==> src/logic/csr_addr_pkg.sv <==
`default_nettype none

package csr_addr_pkg;

    localparam int CSR_NUM_W = 14;

    localparam logic [CSR_NUM_W-1:0] CSR_CRMD      = 14'h000;
    localparam logic [CSR_NUM_W-1:0] CSR_PRMD      = 14'h001;
    localparam logic [CSR_NUM_W-1:0] CSR_ECFG      = 14'h004;
    localparam logic [CSR_NUM_W-1:0] CSR_ESTAT     = 14'h005;
    localparam logic [CSR_NUM_W-1:0] CSR_ERA       = 14'h006;
    localparam logic [CSR_NUM_W-1:0] CSR_BADV      = 14'h007;
    localparam logic [CSR_NUM_W-1:0] CSR_EENTRY    = 14'h00C;
    localparam logic [CSR_NUM_W-1:0] CSR_SAVE_BASE = 14'h030; // SAVE0, others follow
    localparam logic [CSR_NUM_W-1:0] CSR_TCFG      = 14'h041;
    localparam logic [CSR_NUM_W-1:0] CSR_TVAL      = 14'h042;
    localparam logic [CSR_NUM_W-1:0] CSR_TICLR     = 14'h044;

    localparam int CRMD_IE_BIT       = 2;
    localparam int PRMD_PIE_BIT      = 2;
    localparam int EENTRY_VA_LSB     = 6;
    localparam int TCFG_EN_BIT       = 0;
    localparam int TCFG_PERIODIC_BIT = 1;
    localparam int TCFG_INITVAL_LSB  = 2;
    localparam int TICLR_CLR_BIT     = 0;

    localparam logic [12:0] ECFG_LIE_MASK = 13'h1BFF; // Bit 10 not implemented

    localparam logic [5:0] ECODE_ADE     = 6'h08;
    localparam logic [5:0] ECODE_ALE     = 6'h09;
    localparam logic [8:0] ESUBCODE_ADEF = 9'h000;

    localparam int IRQ_TIMER = 11;
    localparam int IRQ_IPI   = 12;

endpackage

`default_nettype wire

==> src/logic/csr_types_pkg.sv <==
`default_nettype none

package csr_types_pkg;

    typedef struct packed {
        logic                                 we;
        logic [csr_addr_pkg::CSR_NUM_W-1:0]   num;
        logic [31:0]                          wmask;
        logic [31:0]                          wvalue;
    } csr_write_t;

    // Report of the instruction leaving writeback
    typedef struct packed {
        logic        ex;
        logic        ertn;
        logic [31:0] pc;
        logic [5:0]  ecode;
        logic [8:0]  esubcode;
        logic [31:0] vaddr;
    } trap_event_t;

    typedef struct packed {
        logic [7:0] hw;
        logic       ipi;
    } irq_lines_t;

    typedef struct packed {
        logic [1:0]  plv;
        logic        ie;
        logic [1:0]  pplv;
        logic        pie;
        logic [31:0] era;
        logic [5:0]  ecode;
        logic [8:0]  esubcode;
        logic [31:0] badv;
        logic [25:0] eentry_va;
    } trap_regs_t;

    typedef struct packed {
        logic [12:0] lie;
        logic [12:0] is;
    } irq_regs_t;

    typedef struct packed {
        logic        en;
        logic        periodic;
        logic [29:0] initval;
        logic [31:0] tval;
    } timer_regs_t;

    function automatic logic [31:0] masked_merge(input logic [31:0] old,
                                                 input csr_write_t  wr);
        return (wr.wmask & wr.wvalue) | (~wr.wmask & old);
    endfunction

endpackage

`default_nettype wire

==> src/logic/trap_state.sv <==
`default_nettype none
`timescale 1ns/1ps

module trap_state (
    input  wire                         clk,
    input  wire                         reset,
    input  wire csr_types_pkg::csr_write_t  wr,
    input  wire csr_types_pkg::trap_event_t trap,
    output csr_types_pkg::trap_regs_t   regs,
    output logic [31:0]                 ex_entry,
    output logic [31:0]                 ertn_entry
);
    import csr_addr_pkg::*;
    import csr_types_pkg::*;

    logic [1:0]  plv;
    logic        ie;
    logic [1:0]  pplv;
    logic        pie;
    logic [31:0] era;
    logic [5:0]  ecode;
    logic [8:0]  esubcode;
    logic [31:0] badv;
    logic [25:0] eentry_va;
    logic        sw_we;
    logic        addr_err;
    logic [31:0] crmd_new;
    logic [31:0] prmd_new;
    logic [31:0] era_new;
    logic [31:0] eentry_new;

    assign sw_we    = wr.we && !trap.ex && !trap.ertn; // Traps win over software
    assign addr_err = trap.ecode == ECODE_ADE || trap.ecode == ECODE_ALE;

    assign crmd_new   = masked_merge({29'b0, ie, plv}, wr);
    assign prmd_new   = masked_merge({29'b0, pie, pplv}, wr);
    assign era_new    = masked_merge(era, wr);
    assign eentry_new = masked_merge({eentry_va, 6'b0}, wr);

    always_ff @(posedge clk) begin
        if (reset) begin
            plv      <= 2'b0;
            ie       <= 1'b0;
            ecode    <= 6'b0;
            esubcode <= 9'b0;
        end else if (trap.ex) begin
            plv      <= 2'b0; // Handler runs at PLV0
            ie       <= 1'b0;
            ecode    <= trap.ecode;
            esubcode <= trap.esubcode;
        end else if (trap.ertn) begin
            plv <= pplv;
            ie  <= pie;
        end else if (sw_we && wr.num == CSR_CRMD) begin
            plv <= crmd_new[1:0];
            ie  <= crmd_new[CRMD_IE_BIT];
        end
    end

    always_ff @(posedge clk) begin
        if (trap.ex) begin
            pplv <= plv;
            pie  <= ie;
            era  <= trap.pc;
        end else begin
            if (sw_we && wr.num == CSR_PRMD) begin
                pplv <= prmd_new[1:0];
                pie  <= prmd_new[PRMD_PIE_BIT];
            end
            if (sw_we && wr.num == CSR_ERA)
                era <= era_new;
        end
        if (trap.ex && addr_err)
            badv <= (trap.ecode == ECODE_ADE && trap.esubcode == ESUBCODE_ADEF) ?
                    trap.pc : trap.vaddr; // Fetch fault reports the pc
        if (sw_we && wr.num == CSR_EENTRY)
            eentry_va <= eentry_new[31:EENTRY_VA_LSB];
    end

    assign regs = '{plv: plv, ie: ie, pplv: pplv, pie: pie, era: era, ecode: ecode,
                    esubcode: esubcode, badv: badv, eentry_va: eentry_va};

    assign ex_entry   = {eentry_va, 6'b0};
    assign ertn_entry = era;

endmodule

`default_nettype wire

==> src/logic/interrupt_ctrl.sv <==
`default_nettype none
`timescale 1ns/1ps

module interrupt_ctrl (
    input  wire                        clk,
    input  wire                        reset,
    input  wire csr_types_pkg::csr_write_t wr,
    input  wire csr_types_pkg::irq_lines_t irq,
    input  wire                        ie,
    input  wire                        timer_zero,
    output csr_types_pkg::irq_regs_t   regs,
    output logic                       has_int
);
    import csr_addr_pkg::*;
    import csr_types_pkg::*;

    logic [12:0] lie;
    logic [12:0] estat_is;
    logic [31:0] ecfg_new;
    logic [31:0] estat_new;
    logic        ticlr_hit;

    assign ecfg_new  = masked_merge({19'b0, lie}, wr);
    assign estat_new = masked_merge({19'b0, estat_is}, wr);
    assign ticlr_hit = wr.we && wr.num == CSR_TICLR &&
                       wr.wmask[TICLR_CLR_BIT] && wr.wvalue[TICLR_CLR_BIT];

    always_ff @(posedge clk) begin
        if (reset) begin
            lie      <= 13'b0;
            estat_is <= 13'b0;
        end else begin
            if (wr.we && wr.num == CSR_ECFG)
                lie <= ecfg_new[12:0] & ECFG_LIE_MASK;
            if (wr.we && wr.num == CSR_ESTAT)
                estat_is[1:0] <= estat_new[1:0]; // Software interrupts
            estat_is[9:2] <= irq.hw;
            estat_is[10]  <= 1'b0;
            if (timer_zero)
                estat_is[IRQ_TIMER] <= 1'b1; // Set beats clear
            else if (ticlr_hit)
                estat_is[IRQ_TIMER] <= 1'b0;
            estat_is[IRQ_IPI] <= irq.ipi;
        end
    end

    assign regs    = '{lie: lie, is: estat_is};
    assign has_int = ie && |(estat_is & lie);

endmodule

`default_nettype wire

==> src/logic/stable_timer.sv <==
`default_nettype none
`timescale 1ns/1ps

module stable_timer (
    input  wire                        clk,
    input  wire                        reset,
    input  wire csr_types_pkg::csr_write_t wr,
    output csr_types_pkg::timer_regs_t regs,
    output logic                       timer_zero
);
    import csr_addr_pkg::*;
    import csr_types_pkg::*;

    logic        en;
    logic        periodic;
    logic [29:0] initval;
    logic [31:0] cnt;
    logic [31:0] tcfg_new;
    logic        tcfg_wr;

    assign tcfg_wr  = wr.we && wr.num == CSR_TCFG;
    assign tcfg_new = masked_merge({initval, periodic, en}, wr);

    always_ff @(posedge clk) begin
        if (reset) begin
            en       <= 1'b0;
            periodic <= 1'b0;
            initval  <= 30'b0;
        end else if (tcfg_wr) begin
            en       <= tcfg_new[TCFG_EN_BIT];
            periodic <= tcfg_new[TCFG_PERIODIC_BIT];
            initval  <= tcfg_new[31:TCFG_INITVAL_LSB];
        end
    end

    // Counter counts in units of four cycles of initval
    always_ff @(posedge clk) begin
        if (reset) begin
            cnt <= '1;
        end else if (tcfg_wr && tcfg_new[TCFG_EN_BIT]) begin
            cnt <= {tcfg_new[31:TCFG_INITVAL_LSB], 2'b0};
        end else if (en && cnt != '1) begin
            if (cnt == '0 && periodic)
                cnt <= {initval, 2'b0};
            else
                cnt <= cnt - 32'd1; // One-shot wraps to all ones and halts
        end
    end

    assign timer_zero = cnt == '0;
    assign regs       = '{en: en, periodic: periodic, initval: initval, tval: cnt};

endmodule

`default_nettype wire

==> src/logic/save_regs.sv <==
`default_nettype none
`timescale 1ns/1ps

module save_regs #(
    parameter int SAVE_COUNT = 4
) (
    input  wire                        clk,
    input  wire csr_types_pkg::csr_write_t wr,
    output logic [SAVE_COUNT-1:0][31:0] data
);
    import csr_addr_pkg::*;
    import csr_types_pkg::*;

    // Scratch registers for the trap handler
    always_ff @(posedge clk) begin
        for (int i = 0; i < SAVE_COUNT; i++) begin
            if (wr.we && wr.num == CSR_SAVE_BASE + i)
                data[i] <= masked_merge(data[i], wr);
        end
    end

endmodule

`default_nettype wire

==> src/logic/csr_read_mux.sv <==
`default_nettype none
`timescale 1ns/1ps

module csr_read_mux #(
    parameter int SAVE_COUNT = 4
) (
    input  wire                               csr_re,
    input  wire [csr_addr_pkg::CSR_NUM_W-1:0] csr_num,
    input  wire csr_types_pkg::trap_regs_t    trap_regs,
    input  wire csr_types_pkg::irq_regs_t     irq_regs,
    input  wire csr_types_pkg::timer_regs_t   timer_regs,
    input  wire [SAVE_COUNT-1:0][31:0]        save_data,
    output logic [31:0]                       csr_rvalue
);
    import csr_addr_pkg::*;

    logic [31:0] rdata;

    always_comb begin
        rdata = 32'b0; // Unknown numbers read zero
        case (csr_num)
            CSR_CRMD:   rdata = {28'b0, 1'b1, trap_regs.ie, trap_regs.plv}; // DA set
            CSR_PRMD:   rdata = {29'b0, trap_regs.pie, trap_regs.pplv};
            CSR_ECFG:   rdata = {19'b0, irq_regs.lie};
            CSR_ESTAT:  rdata = {1'b0, trap_regs.esubcode, trap_regs.ecode, 3'b0,
                                 irq_regs.is};
            CSR_ERA:    rdata = trap_regs.era;
            CSR_BADV:   rdata = trap_regs.badv;
            CSR_EENTRY: rdata = {trap_regs.eentry_va, 6'b0};
            CSR_TCFG:   rdata = {timer_regs.initval, timer_regs.periodic, timer_regs.en};
            CSR_TVAL:   rdata = timer_regs.tval;
            CSR_TICLR:  rdata = 32'b0; // Write-only clear
            default: begin
                for (int i = 0; i < SAVE_COUNT; i++) begin
                    if (csr_num == CSR_SAVE_BASE + i)
                        rdata = save_data[i];
                end
            end
        endcase
    end

    assign csr_rvalue = csr_re ? rdata : 32'b0;

endmodule

`default_nettype wire

==> src/logic/csr_top.sv <==
`default_nettype none
`timescale 1ns/1ps

module csr_top #(
    parameter int SAVE_COUNT = 4
) (
    input  wire                               clk,
    input  wire                               reset,
    input  wire csr_types_pkg::csr_write_t    wr,
    input  wire                               csr_re,
    input  wire [csr_addr_pkg::CSR_NUM_W-1:0] csr_num,
    input  wire csr_types_pkg::trap_event_t   trap,
    input  wire csr_types_pkg::irq_lines_t    irq,
    output wire [31:0]                        csr_rvalue,
    output wire                               has_int,
    output wire [31:0]                        ex_entry,
    output wire [31:0]                        ertn_entry
);
    import csr_types_pkg::*;

    wire trap_regs_t            trap_regs;
    wire irq_regs_t             irq_regs;
    wire timer_regs_t           timer_regs;
    wire [SAVE_COUNT-1:0][31:0] save_data;
    wire                        timer_zero;

    trap_state u_trap_state (
        .clk        (clk),
        .reset      (reset),
        .wr         (wr),
        .trap       (trap),
        .regs       (trap_regs),
        .ex_entry   (ex_entry),
        .ertn_entry (ertn_entry)
    );

    interrupt_ctrl u_interrupt_ctrl (
        .clk        (clk),
        .reset      (reset),
        .wr         (wr),
        .irq        (irq),
        .ie         (trap_regs.ie),
        .timer_zero (timer_zero),
        .regs       (irq_regs),
        .has_int    (has_int)
    );

    stable_timer u_stable_timer (
        .clk        (clk),
        .reset      (reset),
        .wr         (wr),
        .regs       (timer_regs),
        .timer_zero (timer_zero)
    );

    save_regs #(.SAVE_COUNT(SAVE_COUNT)) u_save_regs (
        .clk  (clk),
        .wr   (wr),
        .data (save_data)
    );

    csr_read_mux #(.SAVE_COUNT(SAVE_COUNT)) u_csr_read_mux (
        .csr_re     (csr_re),
        .csr_num    (csr_num),
        .trap_regs  (trap_regs),
        .irq_regs   (irq_regs),
        .timer_regs (timer_regs),
        .save_data  (save_data),
        .csr_rvalue (csr_rvalue)
    );

endmodule

`default_nettype wire

==> config.mk <==
export PLATFORM = sky130hd
export DESIGN_NAME = csr_top
export DESIGN_NICKNAME = d
export VERILOG_FILES = /design/src/logic/csr_addr_pkg.sv /design/src/logic/csr_types_pkg.sv /design/src/logic/trap_state.sv /design/src/logic/interrupt_ctrl.sv /design/src/logic/stable_timer.sv /design/src/logic/save_regs.sv /design/src/logic/csr_read_mux.sv /design/src/logic/csr_top.sv
export SDC_FILE = /design/constraint.sdc
export NUM_CORES = 1
export LEC_CHECK = 0
export BUFFER_PORTS_ARGS = -buffer_cell sky130_fd_sc_hd__buf_4
export CELL_PAD_IN_SITES_DETAIL_PLACEMENT = 1
export CELL_PAD_IN_SITES_GLOBAL_PLACEMENT = 1
export CORE_MARGIN = 8
export CORE_UTILIZATION = 41
export CTS_BUF_LIST = sky130_fd_sc_hd__clkbuf_16
export CTS_CLUSTER_SIZE = 24
export DETAILED_ROUTE_END_ITERATION = 10
export PLACE_DENSITY = 0.74
export SLEW_MARGIN = 0
export SYNTH_ARGS = -nofsm -noshare
export SYNTH_HDL_FRONTEND = slang
export SYNTH_HIERARCHICAL = 1
export SYNTH_SLANG_ARGS = --single-unit
==> constraint.sdc <==
create_clock -name clk -period 2.45 [get_ports clk]
set_clock_uncertainty 0.05 [all_clocks]
set_input_delay 0.1225 -clock clk [delete_from_list [all_inputs] [get_ports clk]]
set_output_delay 0.1225 -clock clk [all_outputs]
set_load 0.02 [all_outputs]
# Word level (Yosys, flattened, before mapping)

Index checks and enable logic that the tools add are counted.
Widths: inputs -> output; s select.

Memories kept: 0
Bits in latches: 0
Output and inout port bits: 97
Register bits after elaboration: 327
Word-level logic and storage cells: 132
ROM bits: 0
Input port bits: 186
Bits in writable memories: 0

Shift operators: 0
Muxes and demuxes: 22
Order comparisons: 0
Add/subtract/negate cells: 1
Reduce and logical (&&, ||, !) cells: 36
Divide/modulo/power cells: 0
Equality and inequality tests: 27
Bitwise operators: 25
Multipliers: 0

Operator list:

| operator              | number |
|---|---|
| $mux 32               | 11 |
| $pmux 32 s10          | 1 |
| $and 32x32->32        | 8 |
| $or 32x32->32         | 7 |
| $eq 14x6->1 const B   | 8 |
| $eq 14x3->1 const B   | 7 |
| $eq 14x7->1 const B   | 5 |
| $logic_not 32->1      | 1 |
| $ne 32x32->1 const B  | 1 |
| $not 32->32           | 1 |
| $sub 32x1->32 const B | 1 |
| $eq 14x1->1 const B   | 2 |
| $eq 14x4->1 const B   | 2 |
| $logic_not 14->1      | 2 |
| $and 13x13->13        | 2 |
| $logic_and 1x1->1     | 22 |
| $or 13x13->13         | 1 |
| $reduce_or 13->1      | 1 |
| $eq 6x4->1 const B    | 2 |
| $reduce_bool 2->1     | 5 |
| $logic_not 9->1       | 1 |
| $mux 2                | 4 |
| $and 3x3->3           | 2 |
| $mux 1                | 6 |
| other kinds (6)       | 8 |

# Logic depth before layout (Yosys ltp)

Word-level depth: 7
Depth in mapped cells: 10
Depth with buffers taken out: 9

# Hierarchy

Netlist, hierarchy kept.

Modules (own cells, without submodules):

| module         | times used | area each (sq um) | cells an instance | sequential area each (sq um) |
|---|---|---|---|---|
| trap_state     | 1          | 5587.9            | 502               | 3153.0 |
| save_regs      | 1          | 4606.9            | 315               | 3843.7 |
| stable_timer   | 1          | 3956.3            | 532               | 1281.2 |
| csr_read_mux   | 1          | 2962.8            | 348               | 0.0 |
| interrupt_ctrl | 1          | 1447.6            | 131               | 480.5 |

# Worst setup path before layout

OpenSTA, ideal clock, no wires.

Kind: flip-flop to flip-flop
Start: reg u_stable_timer.cnt[0]
End: reg u_stable_timer.cnt[3]
Slack: -0.162 ns
Cell stages (with the launch flop): 10
Arrival time: 2.440 ns
Required time: 2.278 ns
Period minus slack after synthesis: 2.612 ns
Library setup time: 0.122 ns
Buffers on the path: 1
Cells stage by stage: dfxtp_1 > inv_1 > ha_1 > or4b_4 > nor4_4 > and4_1 > buf_4 > nor2_2 > a221o_1 > a221o_1

Word-level cells in the longest chain between the ends: 5
Elaborated cells on any way between the ends: 9
Classes of those cells: add/sub (1); eq/ne (1); mux (3); reduce/logical (4)

Ends and longest elaborated chain:

| what                                                                  | line               | source |
|---|---|---|
| start: declaration                                                    | stable_timer.sv:17 | `logic [31:0] cnt;` |
| start signal: assignment                                              | stable_timer.sv:41 | `cnt <= {tcfg_new[31:TCFG_INITVAL_LSB], 2'b0};` |
| start signal: assignment                                              | stable_timer.sv:44 | `cnt <= {initval, 2'b0};` |
| start signal: assignment                                              | stable_timer.sv:46 | `cnt <= cnt - 32'd1;` |
| parallel branches: the longest is 5 deep, another holds $sub 32x1->32 | n/a                |  |

Several ways; the timed one is not identified. The select of a mux whose other input is x is not followed.
A chain may end at the register's enable or synchronous reset.

# Worst setup path after layout

Start: reg u_stable_timer.cnt[0]
End: reg u_stable_timer.cnt[5]

The elaborated chain is that of the path after synthesis.

==> impl_metrics.py <==
metrics = {
    "logic_synthesis": {
        "synth_top_family_by_area": "simple AND/OR/NAND/NOR gates",
        "ys_types": 87,
        "synthArstFlopShare": 0,
        "synth-compound-area-share": 0.134,
        "synth_cells": 1828,
        "syn-cell-area_sq_um": 18600,
        "synth_top_area_share": 0.358,
        "yosys_warnings": 6,
        "syn_avg_cell_area_sq_um": 10.2,
        "synthFlopType": "edfxtp_1",
        "synthMuxAreaShare": 0.110,
        "synthTopCellsByArea": "edfxtp_1 36%, dfxtp_1 11%, nor2_1 5.1%, nand2_1 4.3%, mux4_2 3.8%",
        "synth_enable_flop_cells": 221,
        "synth-seq-area-share": 0.472,
        "yosysTopAreaCell": "edfxtp_1",
        "synth-seq-cells": 327,
        "synth-simple-area-share": 0.211,
        "synthAdderAreaFrac": 0.00135,
        "synth-xor-area-share": 0.00142,
    },
    "sta": {
        "fin_hold_ws_ns": 0.0337,
        "post-route-min-period_ns": 2.60,
        "hold_violations": 0,
        "slew_headroom": 0.479,
        "rsz0062_at_grt": "yes",
        "worst_pin_slew_ns": 0.781,
        "setup_slack_ns": -0.149,
        "setup_tns_ns": -1.68,
        "setup-violations-final": 23,
        "fmax_mhz": 385,
        "period_share": 1.06,
        "slew_violations": 0,
    },
    "final_layout": {
        "syn_to_final_growth_pct": 35.9,
        "nets": 2505,
        "final_util": 0.561,
        "fin_cells": 2949,
        "drive_above_1_share": 0.294,
        "design_area_sq_um": 25200,
    },
    "setup_path": {
        "worstPathMaxFanout": 6,
        "r2r_slack_ns": -0.15,
        "cp.arrival_ns": 3.00,
        "path_buf_inv": 4,
        "cp-start-kind": "register",
        "cp.required_ns": 2.85,
        "slowest_delay_ns": 0.49,
        "worstSetupPathType": "reg -> reg",
        "crit_top_cell": "buf_6",
        "path_cells": "inv_2 -> ha_4 -> or4b_4 -> nor4_4 -> nand4_1 -> buf_6 -> buf_12 -> buf_6 -> nand3_2 -> nand2_1 -> a221o_1",
        "cp_slowest_cell": "or4b_4",
        "critPathCaptureType": "register",
        "cpLargestDelayFamily": "simple AND/OR/NAND/NOR gates",
    },
    "die": {
        "dieArea_sq_um": 52300,
        "pin_count": 283,
        "num_rows": 78,
        "core_area_sq_um": 45000,
        "start_util": 0.413,
        "fp.dieW_um": 229,
        "die_height_um": 229,
    },
    "cts": {
        "cts.path.max_buffers": 3,
        "clk-insertion-delay-late_ns": 0.57,
        "cts_tree": "done",
        "cts_max_level": 2,
        "clkTransAtPathRegs_ns": 0.06,
        "cts_buffers": 40,
        "ctsRootBufferMaster": "clkbuf_16",
        "clkSinkCount": 327,
    },
    "power": {
        "power.leakage_nw": 9.54,
        "powerDensity_nw_per_um2": 526,
        "power.total_mw": 13.3,
        "ir_drop_v": 0.000457,
    },
    "global_routing": {
        "grt_pass1_vias": 18900,
        "grtUsageTotal": 0.309,
        "grt_max_degree": 56,
        "grt_pass1_wl_um": 124000,
        "overflow": 0,
        "use_met2": 0.517,
        "antenna_found_initial": 7,
        "grt_util_met3": 0.0624,
        "use_met1": 0.392,
        "top_usage_layer": "met2",
    },
    "place": {
        "dp_slack_ns": -0.107,
        "dp_hpwl_um": 57200,
        "port-buffer-count": 276,
        "dp.cells": 2679,
        "gp_congestion": 0.951,
        "post_dp_cell_area_sq_um": 21600,
    },
    "run_status": {
        "outcome": "finished with violations",
        "violations": "negative setup slack",
    },
    "route": {
        "ant_nets": 0,
        "drt-total-wl_um": 85800,
        "routedWlPerCell_um": 29.1,
        "viasPerCell": 6.12,
        "vias": 18000,
        "drc": 0,
        "firstDrtPassIters": 6,
        "drt_iter0_drc": 1953,
    },
    "hold_path": {
        "hp-class": "in -> reg",
    },
    "flow_run": {
        "drv_cap": 0,
    },
}
-- final timing paths --
check,to,from,cells past startpoint
hold reg to reg,u_trap_state/esubcode[5]$_SDFFE_PP0P_,u_trap_state/esubcode[5]$_SDFFE_PP0P_,2
setup / recovery,u_stable_timer/cnt[5]$_SDFFE_PP1P_,u_stable_timer/cnt[0]$_SDFFE_PP1P_,11
hold / removal,register,wr[32],4
setup reg to reg,u_stable_timer/cnt[5]$_SDFFE_PP1P_,u_stable_timer/cnt[0]$_SDFFE_PP1P_,11
-- cells by family (layout without fill, tap and decap cells) --
family	count (synthesis)	after routing
AO/OA/AOI/OAI	359	359
buffers and inverters	223	737
AND/OR/NAND/NOR	764	764
adder cells (fa/ha/maj)	2	2
multiplexers	148	148
XOR/XNOR	3	3
flip-flops	327	327
other	2	9
-- area by class of cell --
class                      instances  area [sq um]
tap                              600           751
inverter                          23          86.3
timing repair buffer             641          5510
clock inverter                    32           148
fill                            4859         19800
sequential                       327          8760
antenna                            1          2.50
clock buffer                      41          1030
multi-input combinational       1284          8950
-- Yosys cell counts, drive strengths merged, types with 34 or more instances --
cell	n
nand2	212
nand3	57
clkbuf	72
and2	34
o21ai	66
nor2	252
dfxtp	106
a22oi	50
mux2	49
edfxtp	221
buf	128
a21oi	59
mux2i	68
-- per-layer routing --
layer | routed length, um | part of all wire
met1 | 33300 | 0.39
met2 | 41100 | 0.48
met3 | 8080 | 0.094
met4 | 3380 | 0.039
met5 | 0 | 0
-- power breakdown --
part	total (mW)	switching [mW]	internal [mW]
Sequential	6.06	0.0740	5.98
Clock	5.51	2.47	3.03
Combinational	1.70	0.920	0.781
-- tightest hold or removal path, delay by kind of cell --
| family | cells | cell delay, ns |
|---|---|---|
| buffers and inverters | 2 | 0.30 |
| AO/OA/AOI/OAI | 1 | 0.10 |
| AND/OR/NAND/NOR | 1 | 0.08 |
-- timing repair --
action,4_1_cts,5_1_grt
buffers inserted,5,7
hold buffers,182,0
endpoints found under the hold margin,404,0
gates cloned,1,3
pin swaps,7,31
setup endpoints to repair,19,47
resized for setup,17,87
-- placed cells by master, fill, tap and decap left out, types with 9 or more instances in the layout --
cell type	Yosys	routed
nand4_1	19	19
o21ai_2	0	9
clkbuf_16	0	43
nor4_4	10	13
nor2_1	250	245
mux2i_1	68	67
buf_12	4	14
buf_4	74	435
o21ai_0	65	52
nor2b_1	20	19
o22ai_1	19	17
mux2_2	19	18
a221oi_1	11	10
a22o_1	28	28
a31oi_1	11	11
o2bb2ai_1	21	16
nand2b_1	30	30
mux2_4	30	31
and2_1	34	33
a21oi_1	59	52
nand3b_1	13	13
or4bb_1	11	11
nor4_1	22	16
nor3_1	18	14
dfxtp_1	106	104
clkinv_1	0	10
nand3_1	57	54
edfxtp_1	221	221
mux4_2	31	31
a21boi_1	17	16
a21o_1	10	10
nand2_1	211	209
dlygate4sd3_1	0	182
inv_1	23	32
a22oi_1	50	47
Note: power is estimated with default switching activity, not from simulation.
